## src/verilog/xfer_pkg.sv

```systemverilog
////////////////////////////////////////////////////////////////////////////
// Packet switch shared types
////////////////////////////////////////////////////////////////////////////

package xfer_pkg;

    // Virtual channels and destinations share one count
    localparam int NUM_CH = 4;

    // Field widths of a switch word
    localparam int CLASS_W = 2;
    localparam int DEST_W  = 2;
    localparam int DATA_W  = 8;

    // Default depth for every FIFO in the switch
    localparam int FIFO_DEPTH_DEF = 4;

    // One switch word
    // cls picks the virtual channel and dest picks the output FIFO
    typedef struct packed {
        logic [CLASS_W-1:0] cls;
        logic [DEST_W-1:0]  dest;
        logic [DATA_W-1:0]  data;
    } xfer_word_t;

    // FIFO status flags
    // error is a single-cycle pulse on overflow or underflow
    typedef struct packed {
        logic empty;
        logic almost_empty;
        logic full;
        logic almost_full;
        logic pause;
        logic error;
    } fifo_stat_t;

endpackage

```

## src/verilog/vc_sorter.sv

```systemverilog
////////////////////////////////////////////////////////////////////////////
// Ingress sorter by traffic class
////////////////////////////////////////////////////////////////////////////

module vc_sorter (
    input  logic                                              clk,
    input  logic                                              reset,
    input  logic                                              in_valid,
    input  xfer_pkg::xfer_word_t                              in_word,
    input  xfer_pkg::fifo_stat_t [xfer_pkg::NUM_CH-1:0]       vc_stat,
    output logic                 [xfer_pkg::NUM_CH-1:0]       vc_push,
    output xfer_pkg::xfer_word_t                              vc_word,
    output logic                                              in_drop
);

    logic                 valid_q;
    xfer_pkg::xfer_word_t word_q;
    logic                 chan_full;

    // Input strobe stage
    always_ff @(posedge clk) begin
        if (!reset) begin
            valid_q <= 1'b0;
        end else begin
            valid_q <= in_valid;
        end
    end

    always_ff @(posedge clk) begin
        if (in_valid) begin
            word_q <= in_word;
        end
    end

    assign vc_word   = word_q;
    assign chan_full = vc_stat[word_q.cls].full;

    // One-hot push into the channel named by the class
    always_comb begin
        vc_push = '0;
        vc_push[word_q.cls] = valid_q && !chan_full;
    end

    // Word aimed at a full channel is lost
    assign in_drop = valid_q && chan_full;

endmodule

```

## config.mk

```make
export PLATFORM = sky130hd
export DESIGN_NAME = vc_sorter
export DESIGN_NICKNAME = d
export VERILOG_FILES = /design/src/verilog/xfer_pkg.sv /design/src/verilog/vc_sorter.sv
export SDC_FILE = /design/constraint.sdc
export NUM_CORES = 1
export LEC_CHECK = 0
export BUFFER_PORTS_ARGS = -buffer_cell sky130_fd_sc_hd__buf_2
export CAP_MARGIN = 20
export CORE_MARGIN = 3
export CORE_UTILIZATION = 30
export CTS_CLUSTER_DIAMETER = 30
export CTS_CLUSTER_SIZE = 14
export DETAILED_ROUTE_END_ITERATION = 6
export PLACE_DENSITY_LB_ADDON = 0.2
export SETUP_SLACK_MARGIN = 0.05
export SYNTH_ARGS = -nofsm -noshare
export SYNTH_HDL_FRONTEND = slang
export SYNTH_SLANG_ARGS = --single-unit
```

## constraint.sdc

```tcl
create_clock -name clk -period 2.4 [get_ports clk]
set_input_delay 0.24 -clock clk [delete_from_list [all_inputs] [get_ports clk]]
set_output_delay 0.24 -clock clk [all_outputs]
set_load 0.005 [all_outputs]
```

-- Word level (Yosys, flattened, before mapping)
Cells that the tools add are included.
- register bits: 13
- latch bits: 0
- RAM bits: 0
- ROM bits: 0
- output and inout port bits: 17
- memories: 0
- add/subtract/negate cells: 0
- multipliers: 0
- div/mod/pow operators: 0
- magnitude comparators: 2
- equal/unequal tests: 0
- shifts and indexed selects: 0
- mux-type cells: 4
- bitwise logic cells: 1
- reductions and logical operators: 4
- operator list (kind ; number):
    binary-select mux 6 bit (select 2 bit) ; 1
    bitwise AND 4 bit ; 1
    2-to-1 mux 4 bit ; 1
    logical AND 1 bit ; 3
    < comparator 2 x 3 -> 1 bit, second input constant ; 1
    demux 1 bit (select 2 bit) ; 1
    greater-or-equal comparator 2 x 1 -> 1 bit, second input constant ; 1
    zero test 1 bit ; 1
    2-to-1 mux 1 bit ; 1

-- Depth between registers and ports, before layout
- depth after elaboration: 5
- depth in mapped cells: 2
- depth with buffers taken out: 2

-- Least setup slack after synthesis
OpenSTA, ideal clock, no wires.
- path kind: register to output
- from: register word_q, in the netlist vc_word[11]
- to: output port vc_push[1] (netlist bit)
- arrival time: 0.795 ns
- setup slack: 1.365 ns
- stages on the path, launching flop included: 3
- path buffers: 0
- path through: edfxtp_1 -> nand2b_1 -> nor3b_1
- longest elaborated chain between the ends: 5
- elaborated cells between the ends (all ways): 10
- those cells by class: order compare (2); mux (4); bitwise (1); reduce/logical (3)
- ends and longest elaborated chain (element ; RTL line ; text):
    start: declaration ; vc_sorter.sv:17 ; xfer_pkg::xfer_word_t word_q;
    start signal: assignment ; vc_sorter.sv:31 ; word_q <= in_word;
    < comparator 2 x 3 -> 1 bit (not written as such), or another cell as far along ; vc_sorter.sv:41 ; vc_push[word_q.cls] = valid_q && !chan_full;
    logical AND 1 bit / 2-to-1 mux 4 bit (equally long branches) ; vc_sorter.sv:41, vc_sorter.sv:36 ;
    2-to-1 mux 1 bit (not written as such) / zero test 1 bit (equally long branches) ; vc_sorter.sv:41 ;
    demux 1 bit (select 2 bit) / logical AND 1 bit (equally long branches) ; vc_sorter.sv:41 ;
    bitwise AND 4 bit (no source line) (*) ; -- ;
    end: declaration ; vc_sorter.sv:11 ; output logic [xfer_pkg::NUM_CH-1:0] vc_push,
Every way passes the cells marked *; elsewhere a longest branch is shown, timed or not. The select of a mux whose other input is x is not followed.

-- Final worst setup path
- from: register word_q, in the netlist vc_word[10]
- to: output port in_drop
- longest elaborated chain between the ends: 3
- ends and longest elaborated chain (element ; RTL line ; text):
    binary-select mux 6 bit (select 2 bit) ; vc_sorter.sv:36 ; assign chan_full = vc_stat[word_q.cls].full;
    2-to-1 mux 4 bit (not written as such) ; vc_sorter.sv:36 ;
    logical AND 1 bit ; vc_sorter.sv:45 ; assign in_drop = valid_q && chan_full;
    end: declaration ; vc_sorter.sv:13 ; output logic in_drop
Every way passes these cells. The select of a mux whose other input is x is not followed.

==> flow_summary.json <==
{
  "status": "finished clean",
  "synth_top_area_share_pct": 80.4,
  "synthTopCellsByArea": "edfxtp_1, dfxtp_1, mux2i_1",
  "die_w_um": 44.6,
  "yosysWarnings": 0,
  "grt_pass1_vias": 311,
  "synth_top_family_by_area": "simple AND/OR/NAND/NOR gates",
  "fmax_mhz": 703,
  "grt_usage_pct": 9.21,
  "ir_worst_vdd_v": 0.000379,
  "synth-async-reset-ratio_pct": 0,
  "grt_max_degree": 14,
  "crit_fanout": 7,
  "grt_pass1_wl_mm": 1.26,
  "synth_top_cell_by_area": "edfxtp_1",
  "synth_xor_xnor_area_share_pct": 0,
  "internal-power_w": 0.000357,
  "initial_utilization_pct": 33.2,
  "synth_area_um2": 448,
  "worst_pin_slew_ns": 0.257,
  "drc": 0,
  "cts_buffer_depth": 2,
  "setup_viol": 0,
  "cts_htree_levels": 1,
  "final.period_utilization_pct": 59.3,
  "num_io_pins": 56,
  "crit_required_ns": 2.16,
  "synth_fa_ha_area_share_pct": 0,
  "vias_per_cell": 4.38,
  "path_cells": "mux2i_1 -> o22ai_1 -> buf_2",
  "synth.most_common_cell": "edfxtp_1",
  "wirelength_um": 818,
  "num_rows": 13,
  "synth_compound_area_share_pct": 1.40,
  "place_ws_ns": 1.25,
  "holdCritStartpoint": "in_word[2]",
  "fin_crit_ns": 1.42,
  "synth-simple-area-share_pct": 9.22,
  "switching_share_pct": 19.3,
  "core_area_um2": 1350,
  "clock-root-buffer": "clkbuf_4",
  "timing.slew.headroom_pct": 82.8,
  "fillers": 123,
  "drt_first_pass_iters": 3,
  "cts.sinks": 13,
  "crit_path_top_delay_cell": "edfxtp_1",
  "hold_class": "input port to flip-flop",
  "crit_arrival_ns": 1.18,
  "tns_ns": 0,
  "areaGrowthSynthToFinish_pct": 49.2,
  "crit_type": "flip-flop to output port",
  "path_clk_slew_ns": 0.07,
  "startpoint": "vc_word[10]$_DFFE_PP_",
  "syn_inst": 23,
  "hold-worst-slack_ns": 0.149,
  "gp_congestion": 0.588,
  "routedWlPerCell_um": 10.6,
  "final_core_util_pct": 49.5,
  "die_height_um": 44.6,
  "final.setup.worst_slack_ns": 0.978,
  "end_kind": "output port",
  "hold_violations": 0,
  "rsz0062_at_grt": "false",
  "p_leak_nw": 0.308,
  "dieArea_um2": 1990,
  "yosys-top-cells-count": "edfxtp_1, mux2i_1, nor3_1, nor3b_1",
  "antenna_found_initial": 0,
  "drtIter0Drc": 2,
  "vias": 337,
  "final-max-slew-violation-count": 0,
  "switching_power_w": 0.0000855,
  "antenna_cells": 0,
  "startpoint_type": "flip-flop",
  "synthMuxAreaShare_pct": 4.47,
  "synth_nets": 62,
  "drtAntennaViolNets": 0,
  "fin_nets": 102,
  "syn_area_per_cell_um2": 19.5,
  "post-cts-setup-buffers": 0,
  "pwr-share-seq_pct": 61.6,
  "synth-edff-count": 12,
  "stdcell_area_um2": 668,
  "synth-seq-cells": 13,
  "synthFlopType": "edfxtp_1",
  "p_clk_share_pct": 28.1,
  "combinationalPowerShare_pct": 10.2,
  "place_area_um2": 642,
  "layout-drive-gt1-share_pct": 61.3,
  "powerDensity_nw_per_um2": 662,
  "cpPeakStageDelay_ns": 0.49,
  "port_buffers": 35,
  "synth_cell_type_count": 9,
  "cts_made_buffers": 3,
  "ctsResizeCount": 0,
  "grt_overflow": 0,
  "hold_buffers": 0,
  "max-cap-violations": 0,
  "cts_tree": "done",
  "yosysSeqAreaShare_pct": 84.9
}
-- cell families after synthesis --
group	count (synthesis)
AOI/OAI and AO/OA	1
DFF	13
muxes	2
and+or+nand+nor	7
-- power by group through the flow --
stage | clock network (W) | logic (W) | registers [W]
6_report | 0.000125 | 0.0000452 | 0.000273
3_3_place_gp | 0 | 0.0000457 | 0.000278
4_1_cts | 0.000132 | 0.0000465 | 0.000273
5_1_grt | 0.000147 | 0.0000511 | 0.000275
2_1_floorplan | 0 | 0.00000734 | 0.000281
3_5_place_dp | 0 | 0.0000465 | 0.000278
-- sequential cells by signal, indices dropped and copies added (netlist names) --
name and count:
vc_word 12, valid_q 1
-- final cells by class --
type	count	area, µm²	area share (%)
clock buffer	4	26.3	3.93
multi-input combinational	10	67.6	10.1
sequential	13	380	56.9
tap	15	18.8	2.81
timing repair buffer	35	175	26.2
-- cell usage in the layout (no fill, tap or decap) --
master    Yosys  final
dfxtp_1       1      1
buf_2         0     35
nor3b_1       2      2
nand2_1       1      1
mux2i_1       2      2
o22ai_1       1      1
nand2b_1      1      1
nor3_1        2      2
and2_1        1      1
clkbuf_1      0      1
clkbuf_4      0      3
edfxtp_1     12     12
-- through the flow --
stage	cells	total power, W
global route	77	0.000472
detailed placement	73	0.000325
floorplan	23	0.000288
finish	77	0.000442
CTS	77	0.000452
global placement	73	0.000323
-- metal layers --
layer  vias to the layer above  track usage, %  wire length, µm  share of wire, %
met5                         -               0                0                 0
met4                         0            5.42                0                 0
met3                         0            4.47              131                16
met2                        23            16.9              442                54
met1                       145            7.75              243                30
li1                        169               -                -                 -
-- worst max-delay path: cells and delay by family, from the launching register on --
family,cells,cell delay [ns]
AOI/OAI and AO/OA,1,0.14
muxes,1,0.16
buffers and inverters,1,0.13
DFF,1,0.49
-- final timing paths --
kind | end | slack, ns | cells past startpoint
max | in_drop | 0.98 | 3
min | vc_word[2]$_DFFE_PP_ | 0.15 | 1
(Power assumes the default switching activity.)
