## src/verilog/xfer_pkg.sv

```systemverilog
////////////////////////////////////////////////////////////////////////////
// Packet switch shared types
////////////////////////////////////////////////////////////////////////////

package xfer_pkg;

    // Virtual channels and destinations share one count
    localparam int NUM_CH = 4;

    // Field widths of a switch word
    localparam int CLASS_W = 2;
    localparam int DEST_W  = 2;
    localparam int DATA_W  = 8;

    // Default depth for every FIFO in the switch
    localparam int FIFO_DEPTH_DEF = 4;

    // One switch word
    // cls picks the virtual channel and dest picks the output FIFO
    typedef struct packed {
        logic [CLASS_W-1:0] cls;
        logic [DEST_W-1:0]  dest;
        logic [DATA_W-1:0]  data;
    } xfer_word_t;

    // FIFO status flags
    // error is a single-cycle pulse on overflow or underflow
    typedef struct packed {
        logic empty;
        logic almost_empty;
        logic full;
        logic almost_full;
        logic pause;
        logic error;
    } fifo_stat_t;

endpackage

```

## src/verilog/fifo_sync.sv

```systemverilog
////////////////////////////////////////////////////////////////////////////
// Synchronous FIFO with status flags
////////////////////////////////////////////////////////////////////////////

module fifo_sync #(
    parameter type T           = logic [7:0],
    parameter int  DEPTH       = 4,
    parameter int  PAUSE_LEVEL = DEPTH - 1
) (
    input  logic                 clk,
    input  logic                 reset,
    input  logic                 push,
    input  T                     wr_data,
    input  logic                 pop,
    output T                     rd_data,
    output logic                 rd_valid,
    output xfer_pkg::fifo_stat_t stat
);

    // Pointer and occupancy widths
    localparam int AW = (DEPTH > 1) ? $clog2(DEPTH) : 1;
    localparam int CW = $clog2(DEPTH + 1);

    localparam logic [AW-1:0] LAST_PTR  = AW'(DEPTH - 1);
    localparam logic [CW-1:0] FULL_CNT  = CW'(DEPTH);
    localparam logic [CW-1:0] PAUSE_CNT = CW'(PAUSE_LEVEL);
    localparam logic [CW-1:0] ONE_CNT   = CW'(1);

    T              mem [DEPTH];
    logic [AW-1:0] wr_ptr;
    logic [AW-1:0] rd_ptr;
    logic [CW-1:0] count;

    logic is_empty;
    logic is_full;
    logic do_push;
    logic do_pop;

    // Pointer advance with wrap at the last entry
    function automatic logic [AW-1:0] next_ptr(input logic [AW-1:0] ptr);
        logic [AW-1:0] nxt;
        if (ptr == LAST_PTR) begin
            nxt = '0;
        end else begin
            nxt = ptr + AW'(1);
        end
        return nxt;
    endfunction

    assign is_empty = (count == '0);
    assign is_full  = (count == FULL_CNT);

    // Overflowing pushes and underflowing pops are ignored
    assign do_push = push && !is_full;
    assign do_pop  = pop && !is_empty;

    // Storage array
    always_ff @(posedge clk) begin
        if (do_push) begin
            mem[wr_ptr] <= wr_data;
        end
    end

    // Popped word is held until the next pop
    always_ff @(posedge clk) begin
        if (do_pop) begin
            rd_data <= mem[rd_ptr];
        end
    end

    // Pointers, occupancy and read strobe
    always_ff @(posedge clk) begin
        if (!reset) begin
            wr_ptr   <= '0;
            rd_ptr   <= '0;
            count    <= '0;
            rd_valid <= 1'b0;
        end else begin
            rd_valid <= do_pop;
            if (do_push) begin
                wr_ptr <= next_ptr(wr_ptr);
            end
            if (do_pop) begin
                rd_ptr <= next_ptr(rd_ptr);
            end
            case ({do_push, do_pop})
                2'b10: begin
                    count <= count + ONE_CNT;
                end
                2'b01: begin
                    count <= count - ONE_CNT;
                end
                default: begin
                    // Both or neither leaves the count alone
                    count <= count;
                end
            endcase
        end
    end

    // Flags come straight from the occupancy
    always_comb begin
        stat.empty        = is_empty;
        stat.almost_empty = (count == ONE_CNT);
        stat.full         = is_full;
        stat.almost_full  = (count >= PAUSE_CNT);
        stat.pause        = (count >= PAUSE_CNT);
        stat.error        = (push && is_full) || (pop && is_empty);
    end

endmodule

```

## config.mk

```make
export PLATFORM = sky130hd
export DESIGN_NAME = fifo_sync
export DESIGN_NICKNAME = d
export VERILOG_FILES = /design/src/verilog/xfer_pkg.sv /design/src/verilog/fifo_sync.sv
export SDC_FILE = /design/constraint.sdc
export NUM_CORES = 1
export LEC_CHECK = 0
export ABC_AREA = 1
export BUFFER_PORTS_ARGS = -buffer_cell sky130_fd_sc_hd__buf_2
export CAP_MARGIN = 30
export CORE_MARGIN = 2
export CORE_UTILIZATION = 33
export CTS_BUF_LIST = sky130_fd_sc_hd__clkbuf_8
export CTS_CLUSTER_SIZE = 10
export DETAILED_ROUTE_END_ITERATION = 10
export GPL_ROUTABILITY_DRIVEN = 0
export MAX_ROUTING_LAYER = met4
export PLACE_DENSITY_LB_ADDON = 0.2
export SLEW_MARGIN = 20
export SYNTH_ARGS = -nofsm -noshare
export SYNTH_HDL_FRONTEND = slang
export SYNTH_SLANG_ARGS = --single-unit
```

## constraint.sdc

```tcl
create_clock -name clk -period 2.3 [get_ports clk]
set_input_delay 0.46 -clock clk [delete_from_list [all_inputs] [get_ports clk]]
set_output_delay 0.46 -clock clk [all_outputs]
set_load 0.05 [all_outputs]
```

* Word-level counts from Yosys, hierarchy flattened
Memories as Yosys holds them, arrays and structs flattened. A register that Yosys moved wholly into a read port is not among the register bits.
Index checks and enable logic that the tools add are counted.
** Storage, ports and cells
- Bits in registers :: 8
- Logic and storage cells :: 30
- Input port bits :: 12
- RAM bits :: 32
- Memories :: 1
** Operators by class
- Add/subtract/negate cells :: 4
- Reduce and logical (&&, ||, !) cells :: 9
- Order comparisons :: 1
- Multiplexer cells :: 5
- Equality and inequality tests :: 6
** Memory list
- mem :: words 4, bits a word 8, rd ports 1, clocked after Yosys merged registers in 1, wr ports 1, RTL line fifo_sync.sv:29 : T mem [DEPTH];
** Operators with widths (number)
- $eq 2x2->1 const B :: 3
- $pmux 3 s2 :: 1
- $add 2x1->2 const B :: 2
- $logic_and 1x1->1 :: 4
- $mux 2 :: 2
- $add 3x1->3 const B :: 1
- $eq 3x1->1 const B :: 1
- $eq 3x3->1 const B :: 1
- $ge 3x2->1 const B :: 1
- $logic_not 3->1 :: 1
- $sub 3x1->3 const B :: 1
- $eq 2x1->1 const B :: 1
- $logic_not 1->1 :: 2
- $mux 1 :: 2
- $reduce_bool 2->1 :: 1
- $logic_or 1x1->1 :: 1

* Depth between registers and ports, before layout
- Depth in word-level cells :: 5
- Gate-level depth with buffers :: 9

* Worst setup path before layout
No wires, ideal clock.
- Path type :: register -> output
- Start point :: register count[0]
- End point :: output stat[2] in the netlist's numbering
- Cell stages (with the launch flop) :: 4
- Setup slack :: -0.118 ns
- Data arrival time :: 1.958 ns
- Buffers on the path :: 1
- Cells stage by stage :: dfxtp_1 > inv_1 > o21ai_0 > buf_4
** RTL lines
- from (decl) :: RTL line fifo_sync.sv:32 : logic [CW-1:0] count;
- from (signal assigned) :: RTL line fifo_sync.sv:88 : count <= count + ONE_CNT;
- from (signal assigned) :: RTL line fifo_sync.sv:91 : count <= count - ONE_CNT;
- from (signal assigned) :: RTL line fifo_sync.sv:95 : count <= count;
- to (decl) :: RTL line fifo_sync.sv:17 : output xfer_pkg::fifo_stat_t stat

==> results.ini <==
[worst_setup_path]
required_ns = 1.84
path_cells = inv_1 -> ha_1 -> nand2_1 -> o21ai_1 -> buf_2
critPathLaunchType = register
cp_top_family = buffers and inverters
cp_slowest_cell = dfxtp_1
cp_data_arrival_time_ns = 1.56
cp-end-kind = primary output
path_class = register to primary output
r2r_setup_slack_ns = 0.60
max_stage_delay_ns = 0.34
cp_max_fo = 5
cp_num_buf_inv = 2

[route]
drc_errors = 0
ant_nets = 0
route.detailed.wl_per_inst_um = 12.04
drt_iter0_drc = 57
vias_per_cell = 4.247
wl_um = 3456
first_pass_iters = 4
vias = 1219

[global_routing]
grt_pass1_wl_um = 5733
grt_pass1_vias = 1166
grt-ovfl-total = 0
grt_antenna_before_repair = 0
grt_util_all_layers_pct = 10.93
grt_max_degree = 18

[die]
die_h_um = 83.10
die_w_um = 83.10
initial_core_util_pct = 34.46
core_area_um2 = 5991
ios = 27
die_area_um2 = 6905
row_count = 28

[cells_and_area]
area_growth_pct = 16.61
final_util_pct = 40.18
nNetsFinal = 234
fin_cells = 287
fin_area_um2 = 2407
fillers = 579
antennaDiodeCount = 0
drive_gt1_share_pct = 21.70

[placed_design]
postPlaceCellArea_um2 = 2270
place_hpwl_um = 2336
place_ws_ns = 0.5870
port_buffers = 26
place_inst = 279

[pwr]
p_clk_share_pct = 22.4
finalPower_mw = 3.222
ir_drop_mv = 0.6529
p_leak_nw = 0.9814
powerDensity_nw_per_um2 = 1338
seq_power_share_pct = 38.2
combinationalPowerShare_pct = 39.4
intPower_mw = 1.925
netSwitchingFraction_pct = 40.24
p_sw_mw = 1.297

[sta]
min_period_over_period_pct = 87.98
drv_slew = 0
worst_pin_slew_ns = 0.4790
fin_setup_tns_ns = 0
rsz0062_at_grt = no
max_slew_margin_pct = 68.03
post-route-min-period_ns = 2.024
clock.fmax_mhz = 494.2
hold_slack_ns = 0.3796
layout_setup_ws_ns = 0.2764
setup_violations = 0
skew_ns = 0.003106
finalHoldViolCount = 0

[clock_network]
ctsLongestPathBuffers = 2
clk_latency_ns = 0.29
cts_root_buf = clkbuf_8
cts_buffers = 5
post-cts-setup-buffers = 0
clock_sinks = 48
cts_resized = 0
htree_levels = 2
path_clk_slew_ns = 0.09
cts_hold_buffers = 0
cts_tree = built

[outcome]
status = finished clean

[logic_synthesis]
yosysSeqAreaShare_pct = 65.94
ys_seq_elements = 48
synthesis.area_um2 = 2064
yosysWarningCount = 0
ys_types = 19
avgSynthCellArea_um2 = 11.53
synth_cells = 179
syn_nets = 202

[job]
drv_cap = 0

[min_path]
holdCritPathClass = input port to register

worst reg2reg max path, cell delays in order (launching register included):
cell,delay [ns]
dfxtp_1,0.36
inv_1,0.10
ha_1,0.27
nand2_2,0.10
nand2_2,0.11
ha_1,0.38
inv_1,0.07
o21ai_0,0.15
a21oi_1,0.05
Yosys cell counts:
master,count,area [um^2]
nand3b_1,1,7.510
a21oi_1,3,15.01
nand3_1,1,5.000
o21ai_0,21,105.1
edfxtp_1,40,1201
nor3_2,1,10.01
buf_4,4,30.03
nand2_1,11,41.29
o21ai_1,9,45.04
a21oi_4,1,16.27
dfxtp_1,8,160.2
nor2_1,41,153.9
inv_1,19,71.32
buf_6,3,33.78
xnor2_1,1,8.760
ha_1,11,137.6
inv_4,1,6.260
inv_2,1,3.750
nand2_2,2,12.51
layer usage:
metal | share of wire [%] | vias up | track usage (%) | wire length, um
li1 | - | 654 | - | -
met1 | 47 | 545 | 13.45 | 1639
met2 | 48 | 18 | 17.82 | 1676
met3 | 3.4 | 2 | 2.584 | 118
met4 | 0.61 | 0 | 3.577 | 21
met5 | 0 | - | - | 0
state kept, by name, summed over array words and instances (netlist names):
register and cells:
mem 32, rd_data 8, count 3, rd_ptr 2, wr_ptr 2, rd_valid 1
cell families (layout without fill, tap and decap cells):
group	count (synthesis)	count (layout)	synth area share, %
and+or+nand+nor	57	57	11.15
buffers and inverters	28	61	7.030
xor gates and xnor gates	1	1	0.4243
AOI/OAI and AO/OA	34	34	8.788
DFF	48	48	65.94
adders and majority gates	11	11	6.667
power by group through the flow:
stage	logic (mW)	registers (mW)	clock network, mW
4_1_cts	1.29	1.23	0.744
3_5_place_dp	1.29	1.25	0
6_report	1.27	1.23	0.722
5_1_grt	1.40	1.25	0.778
3_3_place_gp	1.29	1.25	0
2_1_floorplan	0.881	1.43	0
placed cells by master, fill, tap and decap left out:
master      n
nor2_1     41
edfxtp_1   40
buf_2      26
inv_1      19
o21ai_0    19
o21ai_1    11
nand2_1    11
ha_1       11
dfxtp_1     8
buf_4       6
clkbuf_8    5
a21oi_1     3
nand2_2     2
bufinv_16   2
inv_2       1
a21oi_4     1
inv_4       1
nand3_1     1
xnor2_1     1
nor3_2      1
nand3b_1    1
inv_6       1
area by class of cell:
cell class	count	area (um^2)	share of cell area [%]
Sequential cell	48	1361	56.55
Multi-Input combinational cell	103	558.0	23.18
Timing Repair Buffer	32	175.2	7.277
Tap cell	75	93.84	3.898
Inverter	21	81.33	3.378
Clock buffer	5	68.82	2.859
Clock inverter	3	68.82	2.859
path summary, 6_finish.rpt:
kind                                        startpoint                      to  cells after the start
worst max-delay path             count[0]$_SDFFE_PN0P_                 stat[0]                      5
worst min-delay path                        wr_data[7]     mem[1][7]$_DFFE_PP_                      1
worst max register to register   count[0]$_SDFFE_PN0P_   count[2]$_SDFFE_PN0P_                      8
worst min register to register  rd_ptr[1]$_SDFFE_PN0P_  rd_ptr[1]$_SDFFE_PN0P_                      2
Power figures use the tool's default switching activity.
