===== src/verilog/xfer_pkg.sv =====
////////////////////////////////////////////////////////////////////////////
// Packet switch shared types
////////////////////////////////////////////////////////////////////////////

package xfer_pkg;

    // Virtual channels and destinations share one count
    localparam int NUM_CH = 4;

    // Field widths of a switch word
    localparam int CLASS_W = 2;
    localparam int DEST_W  = 2;
    localparam int DATA_W  = 8;

    // Default depth for every FIFO in the switch
    localparam int FIFO_DEPTH_DEF = 4;

    // One switch word
    // cls picks the virtual channel and dest picks the output FIFO
    typedef struct packed {
        logic [CLASS_W-1:0] cls;
        logic [DEST_W-1:0]  dest;
        logic [DATA_W-1:0]  data;
    } xfer_word_t;

    // FIFO status flags
    // error is a single-cycle pulse on overflow or underflow
    typedef struct packed {
        logic empty;
        logic almost_empty;
        logic full;
        logic almost_full;
        logic pause;
        logic error;
    } fifo_stat_t;

endpackage


===== src/verilog/vc_arbiter.sv =====
////////////////////////////////////////////////////////////////////////////
// Channel arbiter and destination steering
////////////////////////////////////////////////////////////////////////////

module vc_arbiter (
    input  logic                                              clk,
    input  logic                                              reset,
    input  xfer_pkg::fifo_stat_t [xfer_pkg::NUM_CH-1:0]       vc_stat,
    output logic                 [xfer_pkg::NUM_CH-1:0]       vc_pop,
    input  xfer_pkg::xfer_word_t [xfer_pkg::NUM_CH-1:0]       vc_data,
    input  logic                 [xfer_pkg::NUM_CH-1:0]       vc_valid,
    input  logic                 [xfer_pkg::NUM_CH-1:0]       out_pause,
    output logic                 [xfer_pkg::NUM_CH-1:0]       out_push,
    output xfer_pkg::xfer_word_t                              out_data
);

    logic                          pend_q;
    logic [xfer_pkg::CLASS_W-1:0]  pend_ch;
    logic                          hold_valid;
    xfer_pkg::xfer_word_t          hold_word;

    logic                          pick_valid;
    logic [xfer_pkg::CLASS_W-1:0]  pick_ch;
    logic                          issue;
    logic                          rx_valid;
    xfer_pkg::xfer_word_t          rx_word;
    logic                          cur_valid;
    xfer_pkg::xfer_word_t          cur_word;
    logic                          cur_paused;

    // Lowest-numbered non-empty channel wins
    always_comb begin
        pick_valid = 1'b0;
        pick_ch    = '0;
        for (int i = xfer_pkg::NUM_CH - 1; i >= 0; i--) begin
            if (!vc_stat[i].empty) begin
                pick_valid = 1'b1;
                pick_ch    = i[xfer_pkg::CLASS_W-1:0];
            end
        end
    end

    // Only one word in flight at a time
    assign issue = pick_valid && !pend_q && !hold_valid;

    always_comb begin
        vc_pop = '0;
        vc_pop[pick_ch] = issue;
    end

    // Returned word from the channel that was popped
    assign rx_valid = pend_q && vc_valid[pend_ch];
    assign rx_word  = vc_data[pend_ch];

    // Held word takes precedence and the two never coincide
    assign cur_valid  = hold_valid || rx_valid;
    assign cur_word   = hold_valid ? hold_word : rx_word;
    assign cur_paused = out_pause[cur_word.dest];

    always_comb begin
        out_push = '0;
        out_push[cur_word.dest] = cur_valid && !cur_paused;
    end

    assign out_data = cur_word;

    always_ff @(posedge clk) begin
        if (!reset) begin
            pend_q     <= 1'b0;
            hold_valid <= 1'b0;
        end else begin
            if (issue) begin
                pend_q <= 1'b1;
            end else if (rx_valid) begin
                pend_q <= 1'b0;
            end
            // Park while the destination is paused
            if (cur_valid) begin
                hold_valid <= cur_paused;
            end
        end
    end

    always_ff @(posedge clk) begin
        if (issue) begin
            pend_ch <= pick_ch;
        end
        if (cur_valid && cur_paused) begin
            hold_word <= cur_word;
        end
    end

endmodule


===== config.mk =====
export PLATFORM = sky130hd
export DESIGN_NAME = vc_arbiter
export DESIGN_NICKNAME = d
export VERILOG_FILES = /design/src/verilog/xfer_pkg.sv /design/src/verilog/vc_arbiter.sv
export SDC_FILE = /design/constraint.sdc
export NUM_CORES = 1
export LEC_CHECK = 0
export BUFFER_PORTS_ARGS = -buffer_cell sky130_fd_sc_hd__buf_4
export CAP_MARGIN = 20
export CORE_MARGIN = 5
export CORE_UTILIZATION = 41
export CTS_BUF_LIST = sky130_fd_sc_hd__clkbuf_2
export CTS_CLUSTER_SIZE = 20
export DETAILED_ROUTE_END_ITERATION = 7
export MAX_ROUTING_LAYER = met4
export PLACE_DENSITY = 0.87
export SLEW_MARGIN = 20
export SYNTH_ARGS = -nofsm -noshare
export SYNTH_HDL_FRONTEND = slang
export SYNTH_SLANG_ARGS = --single-unit

===== constraint.sdc =====
create_clock -name clk -period 7.2 [get_ports clk]
set_input_delay 0.72 -clock clk [delete_from_list [all_inputs] [get_ports clk]]
set_output_delay 0.72 -clock clk [all_outputs]
set_load 0.05 [all_outputs]

After elaboration in Yosys (flattened, before gate mapping)
Cells that the tools add are included.
- bits in registers: 16
- output and inout bits: 20
- bitwise logic cells: 2
- multiplexer cells: 21
- reduce and logical (&&, ||, !) cells: 12
- magnitude comparators: 5
- operator list (cell ; number):
    $bmux W12 S2 ; 1
    $mux W12 ; 2
    $mux W1 ; 10
    $lt A2 B3 Y1 const B ; 3
    $and A4 B4 Y4 ; 2
    $mux W2 ; 4
    $logic_and A1 B1 Y1 ; 7
    $bmux W1 S2 ; 2
    $demux W1 S2 ; 2
    $ge A2 B1 Y1 const B ; 2
    $logic_not A1 Y1 ; 3
    $reduce_bool A2 Y1 ; 1
    $logic_or A1 B1 Y1 ; 1

Depth between registers and ports, before layout
- depth after elaboration: 9
- gate-level depth with buffers: 6
- gate-level depth less buffers: 5

Worst setup path before layout
No wires, ideal clock.
- path kind: input-to-output
- start point: input vc_data[44] in the netlist's numbering
- end point: output out_push[1] in the netlist's numbering
- path buffers: 0
- stages: 3
- slack: 3.698 ns
- data arrival time: 2.782 ns
- data required time: 6.480 ns
- path through: mux2i_1 -> a221oi_4 -> nor3b_1
- RTL lines (what ; RTL line ; text):
    start, declared ; vc_arbiter.sv:10 ; input xfer_pkg::xfer_word_t [xfer_pkg::NUM_CH-1:0] vc_data,
    end, declared ; vc_arbiter.sv:13 ; output logic [xfer_pkg::NUM_CH-1:0] out_push,

Worst setup path in the final report
- start point: register pend_ch[0] in the netlist's numbering
- end point: output out_push[2] in the netlist's numbering
- word-level cells in the longest chain between the ends: 8
- elaborated cells between the ends (all ways): 17
- ends and longest elaborated chain (what ; RTL line ; text):
    start, declared ; vc_arbiter.sv:18 ; logic [xfer_pkg::CLASS_W-1:0] pend_ch;
    start signal, assigned ; vc_arbiter.sv:86 ; pend_ch <= pick_ch;
    $bmux W12 S2 ; vc_arbiter.sv:53 ; assign rx_word = vc_data[pend_ch];
    $mux W12 (implied by the code) ; vc_arbiter.sv:53 ;
    $mux W12 ; vc_arbiter.sv:57 ; assign cur_word = hold_valid ? hold_word : rx_word;
    $lt A2 B3 Y1 (implied by the code) (tied with other cells) ; vc_arbiter.sv:62 ; out_push[cur_word.dest] = cur_valid && !cur_paused;
    $logic_and A1 B1 Y1 or $mux W1 (tied branches) ; vc_arbiter.sv:62, vc_arbiter.sv:58 ;
    $mux W1 (implied by the code) or $logic_not A1 Y1 (tied branches) ; vc_arbiter.sv:62 ;
    $demux W1 S2 or $logic_and A1 B1 Y1 (tied branches) ; vc_arbiter.sv:62 ;
    $and A4 B4 Y4 (no line) * ; n/a ;
Mark *: on every way between the ends. The rest lies on a longest branch, timed or not. The select of a mux whose other input is x is not followed.

==> impl_metrics.env <==
export IMPL_status="finished clean"
export IMPL_p_sw_mw=0.171
export IMPL_ys_ff_latch=16
export IMPL_intPower_mw=0.221
export IMPL_hold_class="reg2reg"
export IMPL_yosys_warnings=0
export IMPL_grt_antenna_before_repair=0
export IMPL_tritoncts="built"
export IMPL_cts_clk_slew_worst_paths_ns=0.15
export IMPL_cp_max_fo=15
export IMPL_die_x_um=62.5
export IMPL_drc_errors=0
export IMPL_yosysTopAreaCellShare_pct=37.3
export IMPL_r2r_start="pend_ch[0]$_DFFE_PP_"
export IMPL_numClockSinks=16
export IMPL_die_h_um=62.5
export IMPL_irDropWorstVdd_uv=135
export IMPL_post_route_period_util_pct=46.6
export IMPL_maxCapViolations=0
export IMPL_cts_buffers=3
export IMPL_nNetsFinal=265
export IMPL_maxSlewViolCount=0
export IMPL_initial_core_util_pct=42.0
export IMPL_setup_viol=0
export IMPL_num_io_pins=102
export IMPL_die_area_mm2=0.00390
export IMPL_pwr_share_clk_pct=9.9
export IMPL_p_leak_nw=0.820
export IMPL_post_cts_buffers=0
export IMPL_comb_power_share_pct=55.2
export IMPL_rrSetupSlack_ns=4.02
export IMPL_power_density_mw_per_mm2=222
export IMPL_vias=1113
export IMPL_start_kind="register"
export IMPL_period_minus_slack_ns=3.36
export IMPL_worst_pin_slew_ns=0.953
export IMPL_fmax_mhz=298
export IMPL_gr_usage_all_layers_pct=16.6
export IMPL_cts_resized=0
export IMPL_drt_wirelength_per_cell_um=15.4
export IMPL_syn_inst=103
export IMPL_drtIter0Drc=29
export IMPL_fin_setup_tns_ns=0
export IMPL_overflow=0
export IMPL_holdWs_ns=0.511
export IMPL_clockBufferDepth=2
export IMPL_synth_edf_count=14
export IMPL_hold_end="pend_q$_SDFFE_PN0P_"
export IMPL_synth_most_common_cell="nand2_1"
export IMPL_avgViaCountPerCell=5.23
export IMPL_holdBufCountCts=0
export IMPL_gp_congestion=0.843
export IMPL_rr_worst_depth=5
export IMPL_seq_power_share_pct=34.9
export IMPL_design_area_mm2=0.00176
export IMPL_cts_root_buf="clkbuf_2"
export IMPL_maxSlewHeadroom_pct=36.3
export IMPL_routed_wl_mm=3.27
export IMPL_antenna_cells=0
export IMPL_final_antenna_net_count=0
export IMPL_synth_commonest_cells="nand2_1 (33), edfxtp_1 (14), mux4_2 (11), mux2i_1 (7)"
export IMPL_ys_async_sr_fraction_pct=0
export IMPL_avgSynthCellArea_um2=11.0
export IMPL_hold_start="pend_q$_SDFFE_PN0P_"
export IMPL_row_count=19
export IMPL_path_class="reg2out"
export IMPL_cp_required_ns=6.48
export IMPL_syn_area_mm2=0.00113
export IMPL_crit_arrival_ns=2.64
export IMPL_endpoint_kind="output port"
export IMPL_grt_pass1_wl_mm=5.11
export IMPL_insertion_delay_ns=0.28
export IMPL_rsz0062_at_grt="no"
export IMPL_dr_pass1_iters=4
export IMPL_hpwl_mm=2.82
export IMPL_post_synth_top_area_cell="edfxtp_1"
export IMPL_cts_htree_levels=1
export IMPL_area_growth_pct=56.1
export IMPL_ys_flop_type="edfxtp_1"
export IMPL_grt_pass1_vias=1141
export IMPL_reg2reg_to="hold_word[5]$_DFFE_PP_"
export IMPL_synthTopCellsByArea="edfxtp_1 (37%), mux4_2 (22%), nand2_1 (11%), mux2i_1 (6.2%), dfxtp_1 (3.5%)"
export IMPL_ys_seq_area_share_pct=40.8
export IMPL_drive_above_1_share_pct=53.8
export IMPL_fin_skew_ns=0.00854
export IMPL_placed_area_mm2=0.00174
export IMPL_synth_distinct_cells=25
export IMPL_core_area_mm2=0.00269
export IMPL_worstHoldPathCells=2
export IMPL_io_buffer_count=81
export IMPL_grt_max_degree=19
export IMPL_syn_nets=185
export IMPL_finalHoldViolations=0
export IMPL_switching_share_pct=43.6
flip-flops by register name, summed over array words and instances, names as in the netlist:
register,count
hold_valid,1
pend_q,1
hold_word,12
pend_ch,2
critical path, cell delays in order, from the launching register on:
cell and delay (ns):
edfxtp_1 0.96, mux4_2 0.59, and2_1 0.19, nor2_1 0.18, or2_2 0.17, nor3_1 0.05
buf_4 0.21
placed cells by master, fill, tap and decap left out:
master | netlist | final
nor3b_2 | 1 | 1
a221oi_4 | 1 | 1
edfxtp_1 | 14 | 14
mux2i_1 | 7 | 7
or2_2 | 1 | 1
o21ai_0 | 3 | 3
mux4_2 | 11 | 11
a21boi_0 | 1 | 1
a211oi_1 | 1 | 1
and2_1 | 1 | 1
nor2b_1 | 3 | 3
nand2b_1 | 1 | 1
nand2_1 | 33 | 33
nor4b_1 | 1 | 1
buf_4 | 0 | 81
inv_1 | 4 | 4
nor2_1 | 4 | 4
a22oi_1 | 1 | 1
clkbuf_2 | 0 | 3
nor3b_1 | 2 | 2
and3_1 | 1 | 1
a21oi_1 | 1 | 1
dfxtp_1 | 2 | 2
nor3_1 | 3 | 3
clkinv_1 | 0 | 1
per-layer routing:
metal / track usage [%] / vias up / part of all wire [%]
li1: - / 537 / -
met1: 19.0 / 523 / 40
met2: 29.3 / 49 / 53
met3: 3.42 / 4 / 6.1
met5: - / - / 0
met4: 4.77 / 0 / 1.0
worst max-delay path by stage:
| stage | startpoint | to | cells past startpoint |
|---|---|---|---|
| finish | pend_ch[0]$_DFFE_PP_ | out_push[2] | 6 |
| global route | pend_ch[0]$_DFFE_PP_ | out_push[2] | 6 |
| CTS | pend_ch[0]$_DFFE_PP_ | out_push[2] | 6 |
| detailed placement | pend_ch[0]$_DFFE_PP_ | hold_word[6]$_DFFE_PP_ | 5 |
| global placement | pend_ch[0]$_DFFE_PP_ | hold_word[4]$_DFFE_PP_ | 5 |
| floorplan | vc_data[44] | out_push[1] | 3 |
final cells by class:
type,count,area [um2]
Tap cell,31,38.8
Sequential cell,16,460
Timing Repair Buffer,81,608
Fill cell,210,925
Clock buffer,3,15.0
Inverter,4,15.0
Multi-Input combinational cell,77,621
Clock inverter,1,3.75
kinds of logic after synthesis:
family                 Yosys count  synth area share [%]
AOI/OAI and AO/OA                8                  6.10
buffers and inverters           10                  4.21
DFF                             16                  40.8
muxes                           18                  28.2
and+or+nand+nor                 51                  20.7
power by group through the flow:
stage / sequential [mW] / clock (mW) / combinational, mW
2_1_floorplan: 0.126 / 0 / 0.158
3_3_place_gp: 0.138 / 0 / 0.213
3_5_place_dp: 0.139 / 0 / 0.217
4_1_cts: 0.137 / 0.0394 / 0.217
5_1_grt: 0.140 / 0.0448 / 0.227
6_report: 0.137 / 0.0388 / 0.216
per-stage QoR:
stage | std cells | utilization (%) | setup WS [ns] | total power, mW
finish | 213 | 65.6 | 3.84 | 0.392
global route | 213 | 65.6 | 3.59 | 0.412
CTS | 213 | 65.6 | 3.81 | 0.394
detailed placement | 209 | 64.9 | 4.00 | 0.356
global placement | 209 | 64.9 | 4.12 | 0.351
floorplan | 103 | - | 3.70 | 0.284
(Power assumes the default switching activity.)
